<file path="config.mk">
export PLATFORM = sky130hd
export DESIGN_NAME = usb_ctrl_top
export DESIGN_NICKNAME = d
export VERILOG_FILES = /design/src/logic/usb_pkg.sv /design/src/logic/usb_ctrl_top.sv /design/src/logic/usb_ctrl_pipe.sv /design/src/logic/usb_std_request.sv /design/src/logic/usb_packet_decoder.sv
export SDC_FILE = /design/constraint.sdc
export NUM_CORES = 1
export LEC_CHECK = 0
export BUFFER_PORTS_ARGS = -buffer_cell sky130_fd_sc_hd__buf_2
export CAP_MARGIN = 20
export CORE_MARGIN = 4
export CORE_UTILIZATION = 47
export DETAILED_ROUTE_END_ITERATION = 12
export GPL_TIMING_DRIVEN = 0
export PLACE_DENSITY = 0.68
export SYNTH_ARGS = -nofsm -noshare
export SYNTH_HDL_FRONTEND = slang
export SYNTH_SLANG_ARGS = --single-unit
</file>
<file path="constraint.sdc">
create_clock -name clock -period 6.3 [get_ports clock]
set_input_delay 1.575 -clock clock [delete_from_list [all_inputs] [get_ports clock]]
set_output_delay 1.575 -clock clock [all_outputs]
set_load 0.02 [all_outputs]
</file>
<file path="src/logic/usb_pkg.sv">
`default_nettype none

package usb_pkg;

  // Token PID nibbles
  localparam logic [3:0] pid_out   = 4'b0001;
  localparam logic [3:0] pid_in    = 4'b1001;
  localparam logic [3:0] pid_setup = 4'b1101;

  // Data PID nibbles
  localparam logic [3:0] pid_data0 = 4'b0011;
  localparam logic [3:0] pid_data1 = 4'b1011;

  // Handshake PID nibbles
  localparam logic [3:0] pid_ack   = 4'b0010;
  localparam logic [3:0] pid_nak   = 4'b1010;
  localparam logic [3:0] pid_stall = 4'b1110;

  // Control-transfer stages, one-hot
  localparam logic [3:0] stage_idle   = 4'b0001;
  localparam logic [3:0] stage_setup  = 4'b0010;
  localparam logic [3:0] stage_data   = 4'b0100;
  localparam logic [3:0] stage_status = 4'b1000;

  // Standard request codes (bRequest)
  localparam logic [7:0] req_set_address       = 8'h05;
  localparam logic [7:0] req_set_configuration = 8'h09;

  // Bytes in the DATA0 body of a SETUP transaction
  localparam int unsigned setup_bytes = 8;

endpackage

`default_nettype wire
</file>
<file path="src/logic/usb_ctrl_top.sv">
`default_nettype none

module usb_ctrl_top (
  input  logic        clock,
  input  logic        reset,
  input  logic        rx_valid_i,
  input  logic        rx_last_i,
  input  logic [7:0]  rx_data_i,
  input  logic        hsk_sent_i,
  input  logic        timeout_i,
  output logic        start_o,
  output logic        select_o,
  output logic        status_o,
  output logic        parity_o,
  output logic        finish_o,
  output logic        req_start_o,
  output logic [7:0]  req_rtype_o,
  output logic [7:0]  req_rargs_o,
  output logic [15:0] req_value_o,
  output logic [15:0] req_index_o,
  output logic [15:0] req_length_o,
  output logic [6:0]  usb_addr_o,
  output logic        configured_o
);

  // Decoder outputs
  logic       tok_recv;
  logic [6:0] tok_addr;
  logic [3:0] tok_endp;
  logic [3:0] pid_last;
  logic       hsk_recv;
  logic       pay_valid;
  logic [7:0] pay_data;

  // Request cycle to the control pipe
  logic       req_cycle;

  usb_packet_decoder u_decoder (
    .clock       (clock),
    .reset       (reset),
    .rx_valid_i  (rx_valid_i),
    .rx_last_i   (rx_last_i),
    .rx_data_i   (rx_data_i),
    .tok_recv_o  (tok_recv),
    .tok_addr_o  (tok_addr),
    .tok_endp_o  (tok_endp),
    .pid_last_o  (pid_last),
    .hsk_recv_o  (hsk_recv),
    .pay_valid_o (pay_valid),
    .pay_data_o  (pay_data)
  );

  // Control requests on endpoint 0 only
  usb_std_request #(
    .ep0_only (1'b1)
  ) u_std_request (
    .clock        (clock),
    .reset        (reset),
    .usb_addr_i   (usb_addr_o),
    .tok_recv_i   (tok_recv),
    .tok_addr_i   (tok_addr),
    .tok_endp_i   (tok_endp),
    .pid_last_i   (pid_last),
    .hsk_recv_i   (hsk_recv),
    .hsk_sent_i   (hsk_sent_i),
    .timeout_i    (timeout_i),
    .pay_valid_i  (pay_valid),
    .pay_data_i   (pay_data),
    .start_o      (start_o),
    .select_o     (select_o),
    .status_o     (status_o),
    .parity_o     (parity_o),
    .finish_o     (finish_o),
    .req_start_o  (req_start_o),
    .req_cycle_o  (req_cycle),
    .req_rtype_o  (req_rtype_o),
    .req_rargs_o  (req_rargs_o),
    .req_value_o  (req_value_o),
    .req_index_o  (req_index_o),
    .req_length_o (req_length_o)
  );

  usb_ctrl_pipe u_ctrl_pipe (
    .clock        (clock),
    .reset        (reset),
    .req_start_i  (req_start_o),
    .req_cycle_i  (req_cycle),
    .req_rargs_i  (req_rargs_o),
    .req_value_i  (req_value_o),
    .usb_addr_o   (usb_addr_o),
    .configured_o (configured_o)
  );

endmodule

`default_nettype wire

</file>
<file path="src/logic/usb_ctrl_pipe.sv">
`default_nettype none

module usb_ctrl_pipe (
  input  logic        clock,
  input  logic        reset,
  input  logic        req_start_i,
  input  logic        req_cycle_i,
  input  logic [7:0]  req_rargs_i,
  input  logic [15:0] req_value_i,
  output logic [6:0]  usb_addr_o,
  output logic        configured_o
);

  import usb_pkg::*;

  // Pending changes wait for the end of the transfer
  logic [6:0] addr_pend_q;
  logic [7:0] cfg_pend_q;
  logic       addr_upd_q;
  logic       cfg_upd_q;
  logic [7:0] cfg_q;
  logic       cycle_d_q;
  logic       cycle_fall;

  // Status stage done when the request cycle drops
  assign cycle_fall = cycle_d_q && !req_cycle_i;

  assign configured_o = (cfg_q != 8'h00);

  always_ff @(posedge clock) begin
    if (reset) begin
      cycle_d_q  <= 1'b0;
      addr_upd_q <= 1'b0;
      cfg_upd_q  <= 1'b0;
      usb_addr_o <= 7'h00;
      cfg_q      <= 8'h00;
    end else begin
      cycle_d_q <= req_cycle_i;
      if (req_start_i) begin
        // Any other request leaves the state alone
        addr_upd_q <= (req_rargs_i == req_set_address);
        cfg_upd_q  <= (req_rargs_i == req_set_configuration);
      end else if (cycle_fall) begin
        if (addr_upd_q) begin
          usb_addr_o <= addr_pend_q;
        end
        if (cfg_upd_q) begin
          cfg_q <= cfg_pend_q;
        end
        addr_upd_q <= 1'b0;
        cfg_upd_q  <= 1'b0;
      end
    end
  end

  // New address is wValue[6:0], configuration is wValue[7:0]
  always_ff @(posedge clock) begin
    if (req_start_i) begin
      addr_pend_q <= req_value_i[6:0];
      cfg_pend_q  <= req_value_i[7:0];
    end
  end

endmodule

`default_nettype wire

</file>
<file path="src/logic/usb_std_request.sv">
`default_nettype none

module usb_std_request #(
  parameter bit ep0_only = 1'b1
) (
  input  logic        clock,
  input  logic        reset,
  input  logic [6:0]  usb_addr_i,
  input  logic        tok_recv_i,
  input  logic [6:0]  tok_addr_i,
  input  logic [3:0]  tok_endp_i,
  input  logic [3:0]  pid_last_i,
  input  logic        hsk_recv_i,
  input  logic        hsk_sent_i,
  input  logic        timeout_i,
  input  logic        pay_valid_i,
  input  logic [7:0]  pay_data_i,
  output logic        start_o,
  output logic        select_o,
  output logic        status_o,
  output logic        parity_o,
  output logic        finish_o,
  output logic        req_start_o,
  output logic        req_cycle_o,
  output logic [7:0]  req_rtype_o,
  output logic [7:0]  req_rargs_o,
  output logic [15:0] req_value_o,
  output logic [15:0] req_index_o,
  output logic [15:0] req_length_o
);

  import usb_pkg::*;

  logic [3:0] stage_q;
  logic [3:0] stage_d;
  logic       zdp_d;
  logic       abort_d;

  // Setup byte pointer, one extra bit marks all bytes taken
  logic [$clog2(setup_bytes):0] ptr_q;
  logic [7:0] req_bytes_q [setup_bytes];

  logic sel_w;
  logic req_w;
  logic end_w;
  logic zero_len;
  logic data_ack_w;

  // Request fields, multi-byte values little-endian
  assign req_rtype_o  = req_bytes_q[0];
  assign req_rargs_o  = req_bytes_q[1];
  assign req_value_o  = {req_bytes_q[3], req_bytes_q[2]};
  assign req_index_o  = {req_bytes_q[5], req_bytes_q[4]};
  assign req_length_o = {req_bytes_q[7], req_bytes_q[6]};

  assign zero_len = (req_length_o == 16'h0000);

  // SETUP token aimed at this device
  assign sel_w = (stage_q == stage_idle) && tok_recv_i && (tok_addr_i == usb_addr_i) &&
                 (pid_last_i == pid_setup) && (!ep0_only || tok_endp_i == 4'h0);

  // DATA0 body of the setup stage carries the request
  assign req_w = (stage_q == stage_setup) && (pid_last_i == pid_data0);

  // Status stage closes on any handshake or a timeout
  assign end_w = (stage_q == stage_status) && (hsk_sent_i || hsk_recv_i || timeout_i);

  // IN data is acked by the host, OUT data by us
  assign data_ack_w = req_rtype_o[7] ? hsk_recv_i : hsk_sent_i;

  // Stage machine next state
  always_comb begin
    stage_d = stage_q;
    zdp_d   = 1'b0;
    abort_d = 1'b0;
    case (stage_q)
      stage_idle: begin
        if (sel_w) begin
          stage_d = stage_setup;
        end
      end
      stage_setup: begin
        if (hsk_sent_i) begin
          // No data stage for zero-length requests
          if (zero_len) begin
            stage_d = stage_status;
            zdp_d   = 1'b1;
          end else begin
            stage_d = stage_data;
          end
        end else if (timeout_i) begin
          stage_d = stage_idle;
          abort_d = 1'b1;
        end
      end
      stage_data: begin
        if (data_ack_w) begin
          stage_d = stage_status;
          // OUT request answers with a zero-length IN
          zdp_d   = ~req_rtype_o[7];
        end else if (timeout_i) begin
          stage_d = stage_idle;
          abort_d = 1'b1;
        end
      end
      stage_status: begin
        if (end_w) begin
          stage_d = stage_idle;
        end
      end
      default: stage_d = stage_idle;
    endcase
  end

  always_ff @(posedge clock) begin
    if (reset) begin
      stage_q  <= stage_idle;
      start_o  <= 1'b0;
      select_o <= 1'b0;
      status_o <= 1'b0;
      finish_o <= 1'b0;
      parity_o <= 1'b0;
    end else begin
      stage_q  <= stage_d;
      start_o  <= sel_w;
      status_o <= zdp_d;
      finish_o <= end_w;
      if (sel_w) begin
        select_o <= 1'b1;
      end else if (end_w || abort_d) begin
        select_o <= 1'b0;
      end
      // Data toggle, DATA1 follows the setup ACK
      case (stage_q)
        stage_idle:   parity_o <= 1'b0;
        stage_setup:  parity_o <= parity_o | hsk_sent_i;
        stage_data:   parity_o <= parity_o ^ (hsk_sent_i | hsk_recv_i);
        stage_status: parity_o <= 1'b1;
        default:      parity_o <= 1'b0;
      endcase
    end
  end

  // Setup byte parser control
  always_ff @(posedge clock) begin
    if (reset) begin
      ptr_q       <= '0;
      req_start_o <= 1'b0;
      req_cycle_o <= 1'b0;
    end else begin
      req_start_o <= 1'b0;
      if (sel_w) begin
        ptr_q <= '0;
      end else if (req_w && pay_valid_i && ptr_q < setup_bytes) begin
        ptr_q <= ptr_q + 1'b1;
        // Last request byte starts the request
        if (ptr_q == setup_bytes - 1) begin
          req_start_o <= 1'b1;
          req_cycle_o <= 1'b1;
        end
      end
      if (end_w || abort_d) begin
        req_cycle_o <= 1'b0;
      end
    end
  end

  // Request bytes, length cleared at each new transfer
  always_ff @(posedge clock) begin
    if (sel_w) begin
      req_bytes_q[6] <= 8'h00;
      req_bytes_q[7] <= 8'h00;
    end else if (req_w && pay_valid_i && ptr_q < setup_bytes) begin
      req_bytes_q[ptr_q[$clog2(setup_bytes)-1:0]] <= pay_data_i;
    end
  end

endmodule

`default_nettype wire

</file>
<file path="src/logic/usb_packet_decoder.sv">
`default_nettype none

module usb_packet_decoder (
  input  logic       clock,
  input  logic       reset,
  input  logic       rx_valid_i,
  input  logic       rx_last_i,
  input  logic [7:0] rx_data_i,
  output logic       tok_recv_o,
  output logic [6:0] tok_addr_o,
  output logic [3:0] tok_endp_o,
  output logic [3:0] pid_last_o,
  output logic       hsk_recv_o,
  output logic       pay_valid_o,
  output logic [7:0] pay_data_o
);

  import usb_pkg::*;

  // Byte position in the packet, saturates at 3
  logic [1:0] pos_q;
  // Current packet passed its PID check and is a token / data packet
  logic       tok_q;
  logic       dat_q;
  // Two-byte delay line, holds back the CRC16
  logic [7:0] dly0_q;
  logic [7:0] dly1_q;

  logic [3:0] pid_nib;
  logic       pid_ok;
  logic       pid_tok;
  logic       pid_dat;
  logic       pid_hsk;

  assign pid_nib = rx_data_i[3:0];
  // Upper nibble must be the complement of the lower
  assign pid_ok  = (rx_data_i[7:4] == ~rx_data_i[3:0]);

  // Packet class from the PID nibble
  always_comb begin
    pid_tok = 1'b0;
    pid_dat = 1'b0;
    pid_hsk = 1'b0;
    case (pid_nib)
      pid_out, pid_in, pid_setup: pid_tok = 1'b1;
      pid_data0, pid_data1:       pid_dat = 1'b1;
      pid_ack, pid_nak, pid_stall: pid_hsk = 1'b1;
      default: ;
    endcase
  end

  always_ff @(posedge clock) begin
    if (reset) begin
      pos_q       <= 2'd0;
      tok_q       <= 1'b0;
      dat_q       <= 1'b0;
      pid_last_o  <= 4'h0;
      tok_recv_o  <= 1'b0;
      hsk_recv_o  <= 1'b0;
      pay_valid_o <= 1'b0;
    end else begin
      tok_recv_o  <= 1'b0;
      hsk_recv_o  <= 1'b0;
      pay_valid_o <= 1'b0;
      if (rx_valid_i) begin
        // Next byte after the last one is a PID again
        if (rx_last_i) begin
          pos_q <= 2'd0;
        end else if (pos_q != 2'd3) begin
          pos_q <= pos_q + 2'd1;
        end
        if (pos_q == 2'd0) begin
          // Failed check leaves both flags low, rest of packet ignored
          tok_q <= pid_ok && pid_tok;
          dat_q <= pid_ok && pid_dat;
          if (pid_ok) begin
            pid_last_o <= pid_nib;
          end
          // Only ACK is reported upward
          hsk_recv_o <= pid_ok && pid_hsk && (pid_nib == pid_ack);
        end else begin
          // Token complete after its second body byte, CRC5 ignored
          if (tok_q && pos_q == 2'd2) begin
            tok_recv_o <= 1'b1;
          end
          if (dat_q && pos_q == 2'd3) begin
            pay_valid_o <= 1'b1;
          end
        end
      end
    end
  end

  // Token fields and payload path
  always_ff @(posedge clock) begin
    if (rx_valid_i && pos_q != 2'd0) begin
      dly0_q <= rx_data_i;
      dly1_q <= dly0_q;
      // Emit byte k while byte k+2 arrives
      if (pos_q == 2'd3) begin
        pay_data_o <= dly1_q;
      end
      if (tok_q && pos_q == 2'd1) begin
        tok_addr_o    <= rx_data_i[6:0];
        tok_endp_o[0] <= rx_data_i[7];
      end
      // Endpoint straddles the byte boundary
      if (tok_q && pos_q == 2'd2) begin
        tok_endp_o[3:1] <= rx_data_i[2:0];
      end
    end
  end

endmodule

`default_nettype wire

</file>
**Yosys cells after proc, flatten, opt, wreduce, memory -nomap -nowiden**

Memories as Yosys holds them, arrays and structs flattened.
Cells that the tools add are included.

- Register bits after elaboration: 94
- RAM bits: 64
- Input port bits: 14
- Memories: 1

- Add/subtract/negate cells: 2
- Order comparisons: 1
- Equality and inequality tests: 25
- Multiplexer cells: 38
- Bitwise operators: 10
- Reductions and logical operators: 48

Memory list:

| memory | depth | bits a word | read ports | clocked after Yosys merged registers in | write ports | RTL line | text |
|---|---|---|---|---|---|---|---|
| u_std_request.req_bytes_q | 8 | 8 | 8 | 0 | 2 | usb_std_request.sv:41 | `logic [7:0] req_bytes_q [setup_bytes];` |

Operators with widths:

| operator | number |
|---|---|
| 4-bit == test, second input constant | 7 |
| 1-bit two-way mux | 24 |
| 4-bit two-way mux | 6 |
| 1-bit logical AND | 17 |
| 4-bit by 2-bit == test with 1-bit output, second input constant | 4 |
| 16-bit zero test | 1 |
| 4-bit one-hot mux with 4 select lines | 1 |
| 3-bit OR reduction | 5 |
| 2-bit AND reduction | 6 |
| 3-bit AND reduction | 4 |
| 4-bit by 1-bit == test with 1-bit output, second input constant | 2 |
| 4-bit by 3-bit == test with 1-bit output, second input constant | 2 |
| 8-bit by 3-bit == test with 1-bit output, second input constant | 1 |
| 8-bit by 4-bit == test with 1-bit output, second input constant | 1 |
| 8-bit two-way mux | 1 |
| 2-bit nonzero test | 4 |
| 8-bit nonzero test | 1 |
| 8-bit OR reduction | 1 |
| 7-bit == test | 1 |
| 1-bit NOT | 6 |
| 2-bit OR reduction | 3 |
| 4-bit by 1-bit adder with 4-bit output, second input constant | 1 |
| 2-bit == test, second input constant | 2 |
| 4-bit == test | 1 |
| 16 further kinds | 22 |

**Longest topological paths before layout**

- Depth after elaboration: 9
- Depth in mapped cells: 6
- Depth with buffers taken out: 6

**Modules after synthesis**

From an unflattened synthesis, not the netlist that was laid out.

- Cell total of the unflattened synthesis: 375
- Area, all modules: 5,674.2 um2

By module, submodules not included:

| module | instances | cells an instance | area each (um2) | seq. area each (um2) |
|---|---|---|---|---|
| usb_std_request | 1 | 205 | 3,094.2 | 2,222.1 |
| usb_packet_decoder | 1 | 95 | 1,634.1 | 1,271.2 |
| usb_ctrl_pipe | 1 | 75 | 945.9 | 600.6 |

**Worst setup path before layout**

OpenSTA, ideal clock, no wires.

- Path type: in2reg
- Start point: in rx_valid_i
- End point: reg u_decoder.tok_addr_o[0] (enable)
- Data arrival time: 2.840 ns
- Data required time: 5.967 ns
- Path slack: 3.128 ns
- Cell stages on the path: 2
- Buffers on the path: 0
- Path through: nor2b_1 and3_1

- Cells in the longest elaborated chain, start to end: 2

RTL lines:

| element | RTL line | text |
|---|---|---|
| start: declaration | usb_ctrl_top.sv:6 | `input logic rx_valid_i,` |
| 1-bit logical AND | usb_packet_decoder.sv:96 | `if (rx_valid_i && pos_q != 2'd0) begin` |
| 2-bit AND reduction (no source line) | n/a |  |
| end signal: assignment | usb_packet_decoder.sv:104 | `tok_addr_o <= rx_data_i[6:0];` |
| end: declaration | usb_packet_decoder.sv:10 | `output logic [6:0] tok_addr_o,` |

No other way between the ends.
A chain may end at the register's enable or synchronous reset.

**Final worst setup path**

- Start point: reg u_std_request.req_start_o
- End point: out req_start_o

RTL lines:

| element | RTL line | text |
|---|---|---|
| start: declaration | usb_std_request.sv:23 | `output logic req_start_o,` |
| start signal: assignment | usb_std_request.sv:148 | `req_start_o <= 1'b0;` |
| start signal: assignment | usb_std_request.sv:151 | `req_start_o <= 1'b0;` |
| start signal: assignment | usb_std_request.sv:158 | `req_start_o <= 1'b1;` |
| end: declaration | usb_ctrl_top.sv:16 | `output logic req_start_o,` |

No word-level cell between the ends.

==> impl_metrics.prom <==
# TYPE chip_impl_metric gauge
chip_impl_info{name="cell_at_the_root_of_the_clock_tree",value="sky130_fd_sc_hd__clkbuf_16"} 1
chip_impl_metric{name="critical_path_arrival",unit="ns"} 1.30
chip_impl_metric{name="met3_length",unit="um"} 604
chip_impl_metric{name="syn2layout_area_growth",unit="%"} 21.6
chip_impl_info{name="timing.rr.end",value="u_std_request.req_bytes_q[0][2]"} 1
chip_impl_metric{name="place.detailed.instances",unit=""} 611
chip_impl_metric{name="synth-seq-cells",unit=""} 151
chip_impl_metric{name="detail_route.wirelength",unit="um"} 11700
chip_impl_metric{name="final_area",unit="um^2"} 6830
chip_impl_metric{name="htreeDepth",unit=""} 4
chip_impl_metric{name="die_y",unit="um"} 117
chip_impl_metric{name="final_setup_viols",unit=""} 0
chip_impl_metric{name="seq_area_frac_synth",unit=""} 0.729
chip_impl_metric{name="clock_transition_at_the_register_clock_pins_on_the_worst_setup_and_hold_paths_after_cts",unit="ns"} 0.06
chip_impl_metric{name="achievable-frequency",unit="MHz"} 348
chip_impl_metric{name="clock_insertion_delay_worst_skew",unit="ns"} 0.41
chip_impl_metric{name="fp.coreArea",unit="um^2"} 11600
chip_impl_info{name="hp-class",value="reg2reg"} 1
chip_impl_metric{name="routed_via_density",unit=""} 5.38
chip_impl_metric{name="postPlaceCellArea",unit="um^2"} 6270
chip_impl_metric{name="synth.distinct_cells",unit=""} 53
chip_impl_metric{name="final_core_util",unit=""} 0.591
chip_impl_metric{name="final_max_slew_viol_count",unit=""} 0
chip_impl_metric{name="cts_resized",unit=""} 0
chip_impl_metric{name="synth-async-reset-ratio",unit=""} 0
chip_impl_metric{name="fillcell_total",unit=""} 891
chip_impl_metric{name="gp_congestion",unit=""} 0.890
chip_impl_metric{name="timing.slew.headroom",unit=""} 0.300
chip_impl_info{name="end_point_of_the_most_critical_hold_path",value="u_decoder.pay_data_o[7]"} 1
chip_impl_info{name="startpoint_type",value="register"} 1
chip_impl_info{name="regToRegStartpoint",value="u_std_request.stage_q[2]"} 1
chip_impl_info{name="synthMostInstantiatedCell",value="sky130_fd_sc_hd__edfxtp_1"} 1
chip_impl_metric{name="ff2ff_setup_slack",unit="ns"} 3.61
chip_impl_info{name="synth_area_leader_cell",value="sky130_fd_sc_hd__edfxtp_1"} 1
chip_impl_metric{name="setup_total_negative_slack",unit="ns"} 0
chip_impl_info{name="tritoncts",value="built"} 1
chip_impl_metric{name="post_synth_instance_area",unit="um^2"} 5620
chip_impl_metric{name="worst_r2r_path_depth",unit=""} 4
chip_impl_metric{name="final_hold_viol_count",unit=""} 0
chip_impl_metric{name="drcViolationCount",unit=""} 0
chip_impl_info{name="criticalPathCategory",value="reg2out"} 1
chip_impl_metric{name="global_route.overflow_total",unit=""} 0
chip_impl_metric{name="setup_ws",unit="ns"} 3.42
chip_impl_metric{name="avgRoutedWirePerCell",unit="um"} 18.0
chip_impl_info{name="worst_path_max_delay_cell",value="sky130_fd_sc_hd__dfxtp_1"} 1
chip_impl_metric{name="whs_path_depth",unit=""} 0
chip_impl_metric{name="final_antenna_net_count",unit=""} 0
chip_impl_metric{name="fin_nets",unit=""} 510
chip_impl_metric{name="synth_top_cell_area_share",unit=""} 0.572
chip_impl_metric{name="pin_count",unit=""} 92
chip_impl_metric{name="final.period_utilization",unit=""} 0.456
chip_impl_info{name="synth_ff_type",value="sky130_fd_sc_hd__edfxtp_1"} 1
chip_impl_metric{name="critical_path_peak_fanout",unit=""} 14
chip_impl_metric{name="via_count",unit=""} 3484
chip_impl_info{name="cp_top_family",value="flip-flops"} 1
chip_impl_metric{name="first_global_vias",unit=""} 3375
chip_impl_info{name="worst_setup_path_end_kind",value="output pin"} 1
chip_impl_metric{name="num_antenna_cells",unit=""} 0
chip_impl_info{name="grt_setup_unrepaired",value="false"} 1
chip_impl_metric{name="initial_standard_cell_utilization_of_the_core",unit=""} 0.486
chip_impl_metric{name="final.setup_skew",unit="ns"} 0.00476
chip_impl_metric{name="power-per-cell-area",unit="nW/um^2"} 293
chip_impl_info{name="crit_path_cell_trace",value="buf_2"} 1
chip_impl_metric{name="post_cts.repair.setup_buffers",unit=""} 0
chip_impl_metric{name="antenna_found_initial",unit=""} 0
chip_impl_metric{name="syn-mean-instance-area",unit="um^2"} 14.9
chip_impl_info{name="dr.max_layer_used",value="met4"} 1
chip_impl_metric{name="layoutNonFillerInstCount",unit=""} 647
chip_impl_metric{name="hpwl",unit="um"} 8320
chip_impl_metric{name="period_minus_slack",unit="ns"} 2.88
chip_impl_metric{name="synth-edff-count",unit=""} 107
chip_impl_metric{name="ctsLongestPathBuffers",unit=""} 2
chip_impl_metric{name="grt_max_degree",unit=""} 17
chip_impl_metric{name="ctsHoldBuffers",unit=""} 0
chip_impl_metric{name="syn-instance-count",unit=""} 376
chip_impl_metric{name="max-vdd-ir-drop",unit="V"} 0.000189
chip_impl_metric{name="cp_data_required_time",unit="ns"} 4.72
chip_impl_metric{name="detailedRoute.firstIterationViolations",unit=""} 206
chip_impl_metric{name="m1WireLength",unit="um"} 5070
chip_impl_metric{name="std_cell_rows",unit=""} 39
chip_impl_info{name="synth.top_cells.by_count",value="sky130_fd_sc_hd__edfxtp_1, sky130_fd_sc_hd__dfxtp_1, sky130_fd_sc_hd__nor2_1"} 1
chip_impl_metric{name="synth.net_count",unit=""} 395
chip_impl_metric{name="cts_buffers",unit=""} 17
chip_impl_metric{name="port_buffers",unit=""} 91
chip_impl_metric{name="fraction_of_final_layout_cells_sized_beyond_drive_strength_1",unit=""} 0.282
chip_impl_metric{name="die_width",unit="um"} 117
chip_impl_info{name="status",value="finished, final reports clean"} 1
chip_impl_metric{name="synth-warning-count",unit=""} 0
chip_impl_metric{name="pre_cts_ws",unit="ns"} 3.08
chip_impl_metric{name="drt-pass1-iter-count",unit=""} 4
chip_impl_metric{name="die_area",unit="um^2"} 13800
chip_impl_metric{name="grt_use_total",unit=""} 0.175
chip_impl_info{name="synth.top_cells.by_area",value="sky130_fd_sc_hd__edfxtp_1, sky130_fd_sc_hd__dfxtp_1, sky130_fd_sc_hd__mux2i_1"} 1
chip_impl_metric{name="cp_num_buf_inv",unit=""} 1
chip_impl_metric{name="grt_first_pass_wirelength",unit="um"} 18400
chip_impl_metric{name="drv_cap",unit=""} 0
chip_impl_metric{name="power.leakage",unit="nW"} 2.45
chip_impl_metric{name="routed-wl-met2",unit="um"} 5820
chip_impl_metric{name="cp_slowest_stage_delay",unit="ns"} 0.63
chip_impl_metric{name="timing_worst_slew_pin_value",unit="ns"} 1.04
chip_impl_info{name="hp-start",value="u_decoder.dly1_q[7]"} 1
chip_impl_metric{name="cts.sink_count",unit=""} 151
report_power, final:
| part | leakage (nW) | internal, mW | switching, mW | total (mW) |
|---|---|---|---|---|
| Clock | 0.266 | 0.537 | 0.361 | 0.898 |
| Combinational | 0.901 | 0.0141 | 0.0270 | 0.0411 |
| Sequential | 1.28 | 1.06 | 0.00286 | 1.06 |
per-stage QoR:
step	hold slack, ns	power (mW)
2_1_floorplan	0.400	1.11
3_3_place_gp	0.403	1.12
3_5_place_dp	0.405	1.12
4_1_cts	0.416	2.02
5_1_grt	0.420	2.07
6_report	0.414	2.00
worst max path at each step:
stage	from	to	cells after the start
2_1_floorplan	rx_valid_i	u_decoder.tok_addr_o[0]	2
3_5_place_dp	rx_valid_i	u_decoder.tok_addr_o[4]	3
5_1_grt	u_std_request.req_start_o	req_start_o	1
4_1_cts	u_std_request.req_start_o	req_start_o	1
3_3_place_gp	rx_valid_i	u_decoder.tok_addr_o[6]	3
6_report	u_std_request.req_start_o	req_start_o	1
flip-flops by register name, summed over array words and instances (netlist names), 7 cells and up:
register	flops
u_std_request.req_bytes_q	64
u_decoder.dly1_q	8
u_ctrl_pipe.cfg_q	8
u_decoder.pay_data_o	8
u_decoder.tok_addr_o	7
u_ctrl_pipe.usb_addr_o	7
u_decoder.dly0_q	8
u_ctrl_pipe.cfg_pend_q	8
cell usage in the layout (no fill, tap or decap), drive strengths merged, types with 2 or more instances in the layout:
| cell | netlist | layout |
|---|---|---|
| xnor2 | 10 | 10 |
| and2 | 18 | 18 |
| nor3b | 3 | 3 |
| clkinv | 0 | 8 |
| a211oi | 2 | 2 |
| nand2 | 5 | 5 |
| and4b | 2 | 2 |
| nor2 | 27 | 27 |
| o211a | 2 | 2 |
| nor4 | 6 | 6 |
| buf | 7 | 101 |
| xor2 | 4 | 4 |
| clkinvlp | 0 | 2 |
| and3 | 5 | 5 |
| nor3 | 14 | 14 |
| nor4b | 6 | 6 |
| dfxtp | 44 | 44 |
| a32oi | 2 | 2 |
| inv | 9 | 9 |
| a221oi | 2 | 2 |
| nand2b | 4 | 4 |
| nand4 | 6 | 6 |
| mux2i | 17 | 17 |
| nand3b | 5 | 5 |
| a31oi | 2 | 2 |
| a21oi | 15 | 15 |
| and4 | 3 | 3 |
| edfxtp | 107 | 107 |
| nand3 | 9 | 9 |
| clkbuf | 3 | 27 |
| ha | 5 | 5 |
| o21ai | 11 | 11 |
| nor2b | 6 | 6 |
area by class of cell:
class                           instances  area, um^2  area share
Buffer                                 10        45.0     0.00660
Clock buffer                           22         484      0.0709
Clock inverter                         10        52.6     0.00770
Inverter                                9        33.8     0.00495
Multi-Input combinational cell        206        1450       0.213
Sequential cell                       151        4090       0.599
Tap cell                              143         179      0.0262
Timing Repair Buffer                   96         489      0.0716
layer usage:
metal  up-vias  track usage
met1      1726        0.224
met4         0       0.0579
met3        14       0.0563
met2        91        0.283
met5         -            0
li1       1653            -
cells by family (layout without fill, tap and decap cells):
logic type	Yosys count	count (layout)	synth area share
xor gates and xnor gates	14	14	0.0218
AOI/OAI and AO/OA	44	44	0.0499
muxes	17	17	0.0303
DFF	151	151	0.729
adders and majority gates	5	5	0.0111
buffers and inverters	19	147	0.0140
and+or+nand+nor	126	126	0.144
No activity file was read; power rests on OpenSTA's default activity.
